**src/include/line_store_cfg.svh**
```systemverilog
// Line store configuration macros for pixel format, line count, buffer depth and counter widths
`ifndef LINE_STORE_CFG_SVH
`define LINE_STORE_CFG_SVH

// Pixel format
`define LS_PPC      4       // Pixels per clock
`define LS_BPC      8       // Bits per component

// Line storage
`define LS_LINES    5       // Line buffers in rotation

// Words per lane, enough for a 3840 pixel line at four pixels per clock
`define LS_DEPTH    2048
`define LS_ADR_W    11      // Lane address width

// Line buffer index, 0 up to LS_LINES-1
`define LS_SEL_W    3

// Vertical line counter and source height
`define LS_VCNT_W   16

`endif

```
**src/source/line_store_pkg.sv**
```systemverilog
// Line store package with pixel, line word, lane mask, line index and control struct types
`default_nettype none

package line_store_pkg;

    `include "line_store_cfg.svh"

    typedef logic [`LS_BPC-1:0] pixel_t;           // One component
    typedef pixel_t [`LS_PPC-1:0] line_word_t;     // Lane i sits in element i
    typedef logic [`LS_PPC-1:0] lane_mask_t;       // One bit per pixel lane
    typedef logic [`LS_SEL_W-1:0] line_sel_t;      // Line buffer index

    // Video input, one clock of pixels
    typedef struct packed {
        logic       vs;
        logic       hs;
        logic       de;
        line_word_t dat;
    } video_t;

    // Reader request, levels and single cycle pulses
    typedef struct packed {
        logic       lrst;       // Restore current pair
        logic       lnxt;       // Advance pair by one line
        lane_mask_t rd0;        // Lane strobes, first line
        lane_mask_t rd1;        // Lane strobes, second line
    } line_req_t;

    // Write side of one line buffer
    typedef struct packed {
        logic wr;               // Write strobe
        logic clr;              // Write pointer clear
    } lbuf_wr_t;

    // Next line buffer in the rotation
    function automatic line_sel_t sel_next(input line_sel_t sel);
        if (sel == line_sel_t'(`LS_LINES - 1))
            return '0;
        else
            return sel + line_sel_t'(1);
    endfunction

endpackage

`default_nettype wire

```
**src/source/line_read_mux.sv**
```systemverilog
// Read multiplexer that steers lane strobes to the selected line pair and registers its words
`timescale 1ns/10ps
`default_nettype none

`include "line_store_cfg.svh"

module line_read_mux
(
    input  logic                        CLK_IN,
    input  logic                        RST_IN,
    input  line_store_pkg::line_sel_t   rd_sel,
    input  line_store_pkg::line_req_t   req,
    output line_store_pkg::lane_mask_t  rd       [0:`LS_LINES-1],
    input  line_store_pkg::line_word_t  lbuf_dat [0:`LS_LINES-1],
    output line_store_pkg::line_word_t  dat0,
    output line_store_pkg::line_word_t  dat1
);

    import line_store_pkg::*;

    lane_mask_t rd0_q;         // Reader masks, registered once
    lane_mask_t rd1_q;
    line_sel_t  sel1;          // Second line of the pair

    assign sel1 = sel_next(rd_sel);

    always_ff @(posedge CLK_IN or posedge RST_IN)
    begin
        if (RST_IN)
        begin
            rd0_q <= '0;
            rd1_q <= '0;
        end
        else
        begin
            rd0_q <= req.rd0;
            rd1_q <= req.rd1;
        end
    end

    // Strobes go only to the two buffers of the current pair
    always_ff @(posedge CLK_IN or posedge RST_IN)
    begin
        if (RST_IN)
        begin
            for (int i = 0; i < `LS_LINES; i++)
                rd[i] <= '0;
        end
        else
        begin
            for (int i = 0; i < `LS_LINES; i++)
            begin
                rd[i] <= '0;
                if (rd_sel == line_sel_t'(i))
                    rd[i] <= rd0_q;
                else if (sel1 == line_sel_t'(i))
                    rd[i] <= rd1_q;
            end
        end
    end

    // Output pair, dat0 from the line at sel
    always_ff @(posedge CLK_IN)
    begin
        dat0 <= lbuf_dat[rd_sel];
        dat1 <= lbuf_dat[sel1];    // Wraps to buffer 0 after buffer 4
    end

endmodule

`default_nettype wire

```
**config.mk**
```make
export PLATFORM = sky130hd
export DESIGN_NAME = line_read_mux
export DESIGN_NICKNAME = d
export VERILOG_FILES = /design/src/source/line_store_pkg.sv /design/src/source/line_read_mux.sv
export VERILOG_INCLUDE_DIRS = /design/src /design/src/include
export SDC_FILE = /design/constraint.sdc
export NUM_CORES = 1
export LEC_CHECK = 0
export BUFFER_PORTS_ARGS = -buffer_cell sky130_fd_sc_hd__buf_2
export CAP_MARGIN = 20
export CORE_MARGIN = 2
export CORE_UTILIZATION = 35
export CTS_CLUSTER_SIZE = 10
export DETAILED_ROUTE_END_ITERATION = 6
export SLEW_MARGIN = 5
export SYNTH_ARGS = -nofsm -noshare
export SYNTH_HDL_FRONTEND = slang
export SYNTH_SLANG_ARGS = --single-unit
```
**constraint.sdc**
```tcl
create_clock -name CLK_IN -period 1.1 [get_ports CLK_IN]
set_input_delay 0.22 -clock CLK_IN [delete_from_list [all_inputs] [get_ports CLK_IN]]
set_output_delay 0.22 -clock CLK_IN [all_outputs]
set_load 0.005 [all_outputs]
```
==> summary.md <==
| Metric | Value |
|---|---|
| Final Setup Violations | `27` |
| Maximum resistive drop on vdd | `0.000756 V` |
| Highest clock rate | `860 MHz` |
| Post-synthesis cell count | `570` |
| CTS tree | `yes` |
| Fin. Hold Viols | `0` |
| PwrDens | `1260 mW/mm^2` |
| Startpoint types | `input port` |
| Core area | `0.0150 sq mm` |
| Number of I/O pins | `259` |
| Yosys top cell area share | `0.241` |
| Reg2reg start | `rd0_q[2]` |
| Met2 global-route usage | `0.443` |
| Crit. End Element | `flip-flop` |
| FP Rows | `45` |
| Synth warn | `0` |
| Setup TNS | `-459 ps` |
| First-pass GRT wire length | `32.6 mm` |
| Post-DRT Antenna Nets | `0` |
| Routed wire length | `21.8 mm` |
| Vias in the first global route | `6,201` |
| Static Leak | `0.00402 uW` |
| Final setup margin | `-63.1 ps` |
| Critical path class | `in2reg` |
| Arr. time, crit path | `1420 ps` |
| Min Tclk post-route | `1160 ps` |
| Worst slew margin relative to its limit | `0.569` |
| GRT Overall Usage | `0.258` |
| Clk_skew | `4.88 ps` |
| H-tree depth | `3` |
| First DRT Iteration DRCs | `409` |
| Post-Syn Nets | `750` |
| Total gr overflow | `0` |
| Post-synth EDFFs | `0` |
| Final Max Tran Viols | `0` |
| CTS sink count | `92` |
| CTS Buf Count | `9` |
| Die height | `127 um` |
| TritonRoute pass-1 iters | `5` |
| # DRC | `0` |
| Most used routing layer | `met2` |
| Routed len/inst | `20.3 um` |
| Synthesized area per cell | `9.33 sq um` |
| Outcome | `finished, violations left` |
| Initial core utilization | `0.354` |
| Avg Vias per Cell | `5.60` |
| Clk buf depth | `2` |
| Req. time, crit path | `1360 ps` |
| Final Power | `10,400 uW` |
| Die area | `0.0162 sq mm` |
| Die X | `127 um` |
| Asr flop ratio synth | `0.304` |
| Delay of the slowest critical-path stage | `290 ps` |
| Max_cap viols | `0` |
| Failing checks | `setup timing` |
| CTS clock-pin slew for the worst setup and hold paths | `70 ps` |
| Setup crit start | `rd_sel[1]` |
| Post-synthesis register bit count | `92` |
| Final Wtd Congestion | `0.923` |
| Worst Hold Class | `in2reg` |
| Share of post-route cells with drive strength above 1 | `0.520` |
| Tcrit/Tclk final | `1.06` |
| Worst-Margin Slew | `645 ps` |
| CP max stage cell | `ha_4` |
| Via count | `6,023` |
| Detail Placement HPWL | `15.4 mm` |
| GR Util met1 | `0.301` |
| Netlist cell types | `33` |
| Area growth syn-to-layout | `55.8%` |
| Layout Nets | `1,063` |
| Largest cells by area after synthesis | `dfxtp_1, dfrtp_1, mux2i_1` |
| Port bufs | `256` |
| Antenna diodes | `0` |
| Initial antenna violation count | `3` |
| Setup WS pre-CTS | `-613 ps` |
| Synthesized cell area | `0.00532 sq mm` |
| Cells along the critical path | `buf_12, ha_4, ha_4, nand2b_4, buf_12, a21oi_2, a31oi_1` |
| Largest area contributor in the netlist | `dfxtp_1` |
| Clock latency on the worst-skew pair | `350 ps` |
| Register area share after synthesis | `0.373` |
| Pin count of the biggest net entering global routing | `29` |
| Synth Flop Type | `dfxtp_1` |
| CTS root buffer | `clkbuf_16` |
| Min-delay src | `lbuf_dat[5]` |
| Met3 Use GR | `0.0779` |
| RSZ-0062 raised after global routing | `yes` |
| CP Max Fanout | `17` |
## power by group
part	internal, uW	leakage (uW)	switching (uW)
Sequential	3730	0.000899	114
Combinational	1620	0.00297	1570
Clock	1880	0.000154	1500
Total	7230	0.00402	3190
## final timing paths
path / to / slack, ps / cells past startpoint
min reg2reg: rd[2] / 620 / 2
min: dat0[5] / 110 / 2
max: dat1[31] / -60 / 7
min in group asynchronous: rd0_q[2] / 470 / 4
max reg2reg: rd[18] / 110 / 3
max in group asynchronous: rd[13] / 380 / 4
## final cells by class
cell class	count	area, sq um
Clock buffer	10	239
Clock inverter	6	77.6
Fill cell	1379	6750
Inverter	4	25.0
Multi-Input combinational cell	420	3310
Sequential cell	92	1980
Tap cell	188	235
Timing Repair Buffer	356	2420
## registers in the layout, indices dropped and copies added (netlist names)
register / count
dat1: 32
rd: 20
dat0: 32
rd1_q: 4
rd0_q: 4
## metrics by stage
| stage | utilization | hold slack [ps] | cells | area, sq um |
|---|---|---|---|---|
| global placement | 0.496 | 281 | 1041 | 7450 |
| detailed placement | 0.496 | 300 | 1041 | 7450 |
| global route | 0.551 | 109 | 1076 | 8290 |
| floorplan | - | 251 | 570 | 5620 |
| finish | 0.551 | 105 | 1076 | 8290 |
| CTS | 0.542 | 92.4 | 1072 | 8140 |
## cells by family (layout without fill, tap and decap cells)
group | count (synthesis) | after routing | synth area share
buffers and inverters | 58 | 376 | 0.0670
AOI/OAI and AO/OA | 204 | 204 | 0.247
and+or+nand+nor | 128 | 128 | 0.109
muxes | 83 | 83 | 0.192
adders and majority gates | 5 | 5 | 0.0118
DFF | 92 | 92 | 0.373
## cells in the final DEF (no fill, tap or decap), types with 2 or more instances in the layout
cell,synthesis,layout
buf_12,0,16
a211o_1,6,6
o21ai_1,0,7
ha_4,0,3
nor2_1,23,22
clkbuf_16,0,12
dfxtp_1,64,64
a21oi_2,0,10
mux4_2,7,7
mux2i_1,42,41
nand2_1,57,55
dlygate4sd3_1,0,9
mux4_1,4,4
buf_6,7,17
a22o_1,19,19
nor3_4,0,3
nand3_1,34,34
a22oi_2,0,26
a21oi_1,66,55
dfrtp_1,28,28
o22ai_1,21,21
inv_8,0,3
nor2b_2,0,2
a22oi_1,31,5
inv_6,0,2
a21o_1,26,26
buf_4,12,54
a31oi_1,26,25
nand2b_4,0,2
and2_4,0,2
ha_1,5,2
nand2_8,0,2
mux2_2,30,30
buf_2,24,255
nand2_4,1,2
## worst max-delay path, delay by kind of cell
| kind | cells | cell delay, ps |
|---|---|---|
| compound gates | 2 | 250 |
| fa+ha+maj | 2 | 450 |
| buf+inv | 2 | 290 |
| simple gates | 1 | 200 |
## routing by layer
metal | vias up | part of all wire
met3 | 47 | 0.084
li1 | 2764 | -
met1 | 2904 | 0.40
met2 | 304 | 0.49
met4 | 4 | 0.027
met5 | - | 0.0012
## synthesized netlist by cell type (19+ instances only)
library cell	number
mux2i_1	42
nand3_1	34
buf_2	24
a21o_1	26
a21oi_1	66
a22oi_1	31
dfxtp_1	64
nand2_1	57
dfrtp_1	28
nor2_1	23
mux2_2	30
a31oi_1	26
o22ai_1	21
a22o_1	19
## timing repair
item                       4_1_cts  5_1_grt
resized for setup               46       18
hold buffers                     9        0
setup endpoints to repair       84       58
hold endpoints to repair        36        0
buffers inserted                 4        1
pin swaps                       12        9
gates cloned                     3        3
(Power assumes the default switching activity.)
