## src/include/line_store_cfg.svh

```systemverilog
// Line store configuration macros for pixel format, line count, buffer depth and counter widths
`ifndef LINE_STORE_CFG_SVH
`define LINE_STORE_CFG_SVH

// Pixel format
`define LS_PPC      4       // Pixels per clock
`define LS_BPC      8       // Bits per component

// Line storage
`define LS_LINES    5       // Line buffers in rotation

// Words per lane, enough for a 3840 pixel line at four pixels per clock
`define LS_DEPTH    2048
`define LS_ADR_W    11      // Lane address width

// Line buffer index, 0 up to LS_LINES-1
`define LS_SEL_W    3

// Vertical line counter and source height
`define LS_VCNT_W   16

`endif

```

## src/source/line_store_pkg.sv

```systemverilog
// Line store package with pixel, line word, lane mask, line index and control struct types
`default_nettype none

package line_store_pkg;

    `include "line_store_cfg.svh"

    typedef logic [`LS_BPC-1:0] pixel_t;           // One component
    typedef pixel_t [`LS_PPC-1:0] line_word_t;     // Lane i sits in element i
    typedef logic [`LS_PPC-1:0] lane_mask_t;       // One bit per pixel lane
    typedef logic [`LS_SEL_W-1:0] line_sel_t;      // Line buffer index

    // Video input, one clock of pixels
    typedef struct packed {
        logic       vs;
        logic       hs;
        logic       de;
        line_word_t dat;
    } video_t;

    // Reader request, levels and single cycle pulses
    typedef struct packed {
        logic       lrst;       // Restore current pair
        logic       lnxt;       // Advance pair by one line
        lane_mask_t rd0;        // Lane strobes, first line
        lane_mask_t rd1;        // Lane strobes, second line
    } line_req_t;

    // Write side of one line buffer
    typedef struct packed {
        logic wr;               // Write strobe
        logic clr;              // Write pointer clear
    } lbuf_wr_t;

    // Next line buffer in the rotation
    function automatic line_sel_t sel_next(input line_sel_t sel);
        if (sel == line_sel_t'(`LS_LINES - 1))
            return '0;
        else
            return sel + line_sel_t'(1);
    endfunction

endpackage

`default_nettype wire

```

## src/source/line_store_ctrl.sv

```systemverilog
// Line store control with video input registers, edge detection, selects, clears, flags and ready
`timescale 1ns/10ps
`default_nettype none

`include "line_store_cfg.svh"

module line_store_ctrl
(
    input  logic                        CLK_IN,
    input  logic                        RST_IN,
    input  logic                        CTL_RUN_IN,
    input  logic [`LS_VCNT_W-1:0]       CTL_VHEIGHT_IN,
    input  line_store_pkg::video_t      vid,
    input  line_store_pkg::line_req_t   req,
    output line_store_pkg::lbuf_wr_t    wr [0:`LS_LINES-1],
    output line_store_pkg::line_word_t  wr_dat,
    output logic [`LS_LINES-1:0]        rd_clr,
    output line_store_pkg::line_sel_t   rd_sel,
    output logic                        rdy
);

    import line_store_pkg::*;

    logic                   run_q;
    logic [`LS_VCNT_W-1:0]  vheight_q;

    // Registered video and the previous sync levels
    logic                   vs_q, hs_q, de_q;
    logic                   vs_d, hs_d, de_d;
    line_word_t             dat_q;
    logic                   vs_re, hs_re, de_fe;

    logic [`LS_VCNT_W-1:0]  vcnt;           // Lines received in this frame
    line_sel_t              wr_sel;         // Buffer being written
    logic                   lrst_q, lnxt_q;
    logic [`LS_LINES-1:0]   wr_clr;
    logic [`LS_LINES-1:0]   av;             // Line holds a complete line

    always_ff @(posedge CLK_IN or posedge RST_IN)
    begin
        if (RST_IN)
        begin
            run_q     <= 1'b0;
            vheight_q <= '0;
            vs_q      <= 1'b0;
            hs_q      <= 1'b0;
            de_q      <= 1'b0;
            vs_d      <= 1'b0;
            hs_d      <= 1'b0;
            de_d      <= 1'b0;
            lrst_q    <= 1'b0;
            lnxt_q    <= 1'b0;
        end
        else
        begin
            run_q     <= CTL_RUN_IN;
            vheight_q <= CTL_VHEIGHT_IN;
            vs_q      <= vid.vs;
            hs_q      <= vid.hs;
            de_q      <= vid.de;
            vs_d      <= vs_q;
            hs_d      <= hs_q;
            de_d      <= de_q;
            lrst_q    <= req.lrst;
            lnxt_q    <= req.lnxt;
        end
    end

    // Pixel word, common to all buffers
    always_ff @(posedge CLK_IN)
        dat_q <= vid.dat;

    assign wr_dat = dat_q;

    assign vs_re = vs_q & ~vs_d;       // Start of frame
    assign hs_re = hs_q & ~hs_d;       // Start of line
    assign de_fe = ~de_q & de_d;       // End of line data

    // Write strobes follow the registered data enable directly
    always_comb
    begin
        for (int i = 0; i < `LS_LINES; i++)
        begin
            wr[i].wr  = run_q & de_q & (wr_sel == line_sel_t'(i));
            wr[i].clr = wr_clr[i];
        end
    end

    // Vertical counter and both selects
    always_ff @(posedge CLK_IN or posedge RST_IN)
    begin
        if (RST_IN)
        begin
            vcnt   <= '0;
            wr_sel <= '0;
            rd_sel <= '0;
        end
        else if (!run_q || vs_re)
        begin
            vcnt   <= '0;
            wr_sel <= '0;
            rd_sel <= '0;
        end
        else
        begin
            if (de_fe)
            begin
                vcnt   <= vcnt + 1'b1;
                wr_sel <= sel_next(wr_sel);     // Wraps 4 to 0
            end
            if (lnxt_q)
                rd_sel <= sel_next(rd_sel);
        end
    end

    // Pointer clears, all of them held while stopped
    always_ff @(posedge CLK_IN or posedge RST_IN)
    begin
        if (RST_IN)
        begin
            wr_clr <= '1;
            rd_clr <= '1;
        end
        else if (!run_q || vs_re)
        begin
            wr_clr <= '1;
            rd_clr <= '1;
        end
        else
        begin
            wr_clr <= '0;
            rd_clr <= '0;
            if (hs_re)
                wr_clr[wr_sel] <= 1'b1;
            if (lrst_q)                         // Rewind the read pair
            begin
                rd_clr[rd_sel]           <= 1'b1;
                rd_clr[sel_next(rd_sel)] <= 1'b1;
            end
        end
    end

    // Available flags, clears win over sets
    always_ff @(posedge CLK_IN or posedge RST_IN)
    begin
        if (RST_IN)
            av <= '0;
        else if (!run_q || vs_q)
            av <= '0;
        else
        begin
            for (int i = 0; i < `LS_LINES; i++)
            begin
                if (lnxt_q && (rd_sel == line_sel_t'(i)))
                    av[i] <= 1'b0;
                else if (lrst_q && (rd_sel == line_sel_t'(i)))
                    av[i] <= 1'b1;
                else if (de_fe && (wr_sel == line_sel_t'(i)))
                    av[i] <= 1'b1;
            end
        end
    end

    // Whole frame in, or both lines of the pair complete
    always_ff @(posedge CLK_IN or posedge RST_IN)
    begin
        if (RST_IN)
            rdy <= 1'b0;
        else if (!run_q)
            rdy <= 1'b0;
        else if (vcnt == vheight_q)
            rdy <= 1'b1;
        else
            rdy <= av[rd_sel] & av[sel_next(rd_sel)];
    end

endmodule

`default_nettype wire

```

## config.mk

```make
export PLATFORM = sky130hd
export DESIGN_NAME = line_store_ctrl
export DESIGN_NICKNAME = d
export VERILOG_FILES = /design/src/source/line_store_pkg.sv /design/src/source/line_store_ctrl.sv
export VERILOG_INCLUDE_DIRS = /design/src /design/src/include
export SDC_FILE = /design/constraint.sdc
export NUM_CORES = 1
export LEC_CHECK = 0
export BUFFER_PORTS_ARGS = -buffer_cell sky130_fd_sc_hd__buf_2
export CAP_MARGIN = 20
export CORE_MARGIN = 2
export CORE_UTILIZATION = 35
export DETAILED_ROUTE_END_ITERATION = 7
export GPL_ROUTABILITY_DRIVEN = 1
export HOLD_SLACK_MARGIN = 0.03
export PLACE_DENSITY = 0.67
export SYNTH_ARGS = -nofsm -noshare
export SYNTH_HDL_FRONTEND = slang
export SYNTH_SLANG_ARGS = --single-unit
```

## constraint.sdc

```tcl
create_clock -name CLK_IN -period 2.2 [get_ports CLK_IN]
set_input_delay 0.11 -clock CLK_IN [delete_from_list [all_inputs] [get_ports CLK_IN]]
set_output_delay 0.11 -clock CLK_IN [all_outputs]
set_load 0.02 [all_outputs]
```

==> results.toml <==
[place]
gp_congestion = 0.883
port_buffers = 106
dp_hpwl_mm = 5.28
placed_cells = 527
post-place-ws_ps = 229

[power_and_ir_drop]
vdd_drop_max_uv = 409
power.switching_w = 0.000821
p_int_w = 0.00268
comb_power_share = 0.108
powerDensity_nw_per_um2 = 702
clkPwrFrac = 0.362
seq_power_share = 0.530
finalPower_w = 0.00350
switching_share = 0.235
leakage_nw = 2.33

[cells_and_area]
syn_to_final_growth_pct = 42.1
utilization = 0.510
drive_above_1_share = 0.323
antenna_cells = 0
most-common-layout-cells = "buf_2 (106), dlygate4sd3_1 (55), dfrtp_1 (53), dfxtp_1 (32), xor2_1 (25)"
final_common_cell = "buf_2"
nets = 535
fin_cells = 598

[timing]
slew_headroom = 0.581
post-route-period-util = 0.903
drv_slew = 0
finalHoldViolations = 0
rsz0062_at_grt = "no"
fmax_mhz = 504
setup_violations = 0
tightest_slew_ps = 628
post-route-min-period_ps = 1990
timing.setup.tns_ps = 0
layout_setup_ws_ps = 214
fin_worst_skew_ps = 10.5

[synth]
synth_seq_cells = 95
synth_cell_types = 47
syn_nets = 364
synth_top_cell_area_share = 0.378
synth_edf_count = 0
yosysSeqAreaShare = 0.636
syn_inst = 289
synth.avg_cell_area_um2 = 12.1
yosys_most_used_dff = "dfrtp_1"
synth_top_cells_by_area = "dfrtp_1 (38%), dfxtp_1 (18%), dfstp_2 (7.5%), xor2_1 (6.2%), ha_1 (3.9%)"
async_flop_share = 0.663
yosysWarnings = 0
synth_area_um2 = 3510
synth_top_cell_by_area = "dfrtp_1"

[setup_path]
path_cells = "inv_1, ha_1, or4b_1, o22ai_1, a211oi_1, nand4_1, o21ai_0"
crit_family = "simple AND/OR/NAND/NOR gates"
worstPathBufferInverterCount = 1
slowest_stage = "dfrtp_1"
required_ps = 2450
end_kind = "flop"
critPathLaunchType = "flop"
max_stage_delay_ps = 520
cp_max_fo = 9
critical_path_arrival_ps = 2240
path_class = "reg -> reg"

[grt]
antenna_found_initial = 0
gr-usage-all-layers = 0.156
grt_pass1_vias = 2879
grt-ovfl-total = 0
grt_pass1_wl_mm = 13.6
grt_max_degree = 32

[drt]
detail-route-antenna-nets = 0
wl_mm = 8.00
num_vias = 2711
drc = 0
post_drt_via_cell_ratio = 4.53
wl_per_cell_um = 13.4
drt_iter0_markers = 153
drtPass1Iterations = 4

[cts]
clk_path_buf_depth = 2
cts_tree = "built"
cts.sinks = 95
post_cts_buffers = 0
cts_root_buf = "clkbuf_8"
clock_latency_ps = 360
clkTransAtPathRegs_ps = 90
numCtsBuffers = 9
htree_num_levels = 3

[floorplan]
io_pins = 115
die_x_um = 104
row_count = 36
core_um2 = 9770
die-height_um = 104
die-area_um2 = 10800
initial_utilization = 0.359

[hold_path]
worstHoldPathType = "in -> async"

[run]
drv_cap = 0

[status]
status = "complete, no violations"
[final timing paths]
kind | slack (ps) | endpoint | depth (start not counted) | from
max | 210 | rdy | 7 | rd_sel[1]
min | 370 | lnxt_q | 3 | RST_IN
max reg2reg | 210 | rdy | 7 | rd_sel[1]
min reg2reg | 380 | vs_d | 0 | vs_q
max in group asynchronous | 1160 | vheight_q[13] | 4 | RST_IN
min in group CLK_IN | 380 | vs_d | 0 | vs_q
[what timing repair did]
item / 4_1_cts / 5_1_grt
hold buffers: 55 / 0
resized for setup: 0 / 0
setup endpoints to repair: 0 / 0
endpoints found under the hold margin: 73 / 0
[state kept, by name, summed over array words and instances (netlist names), 3 cells and up]
| signal | cells |
|---|---|
| rd_clr | 5 |
| av | 5 |
| vcnt | 16 |
| rd_sel | 3 |
| wr_dat | 32 |
| wr_sel | 3 |
| wr_clr | 5 |
| vheight_q | 16 |
[power by group through the flow]
stage / clock [W] / combinational, W / sequential [W]
5_1_grt: 0.00138 / 0.000414 / 0.00186
4_1_cts: 0.00131 / 0.000378 / 0.00185
2_1_floorplan: 0 / 0.000116 / 0.00194
3_3_place_gp: 0 / 0.000298 / 0.00189
6_report: 0.00127 / 0.000378 / 0.00185
3_5_place_dp: 0 / 0.000302 / 0.00189
[Yosys cell counts (3+ instances only)]
cell	number
xnor2_1	5
o31ai_1	3
mux2_2	3
dfxtp_1	32
a211oi_1	5
nor2b_1	3
nand2b_1	3
ha_1	11
nor4_1	4
nor2_1	24
nor3b_1	3
o21ai_0	9
a221oi_1	5
nand3_1	9
inv_1	10
nand4_1	5
o22ai_1	3
clkbuf_1	6
dfstp_2	10
nand3b_1	3
a21oi_1	7
nand2_1	22
xor2_1	25
dfrtp_1	53
[per-stage QoR]
stage / cell area, um2 / hold WS [ps]
2_1_floorplan: 3510 / 138
6_report: 4980 / 372
3_3_place_gp: 4210 / 212
5_1_grt: 4980 / 360
3_5_place_dp: 4210 / 214
4_1_cts: 4980 / 358
[area by class of cell]
class / instances / area (um2)
fill: 870 / 4790
multi-input combinational: 174 / 1180
sequential: 95 / 2230
timing repair buffer: 170 / 1150
inverter: 10 / 37.5
tap: 133 / 166
clock inverter: 5 / 80.1
clock buffer: 11 / 141
[routing by layer]
metal / wire length, um / vias up / part of all wire / global-route usage
met5: 0 / - / 0 / 0
met4: 149 / 0 / 0.019 / 0.0676
li1: - / 1324 / - / -
met1: 3480 / 1279 / 0.43 / 0.189
met2: 3880 / 93 / 0.48 / 0.255
met3: 494 / 15 / 0.062 / 0.0508
[cells by family (layout without fill, tap and decap cells)]
kind of cell / after synthesis / after routing / share of synthesized area
compound gates: 38 / 38 / 0.0695
flops: 95 / 95 / 0.636
fa+ha+maj: 11 / 11 / 0.0392
simple gates: 91 / 91 / 0.141
mux: 4 / 4 / 0.0125
buf+inv: 20 / 196 / 0.0278
xor+xnor: 30 / 30 / 0.0749
[worst min-delay path, delay by kind of cell]
kind	cells	cell delay, ps
buffers and inverters	3	1100
No activity file was read; power rests on OpenSTA's default activity.
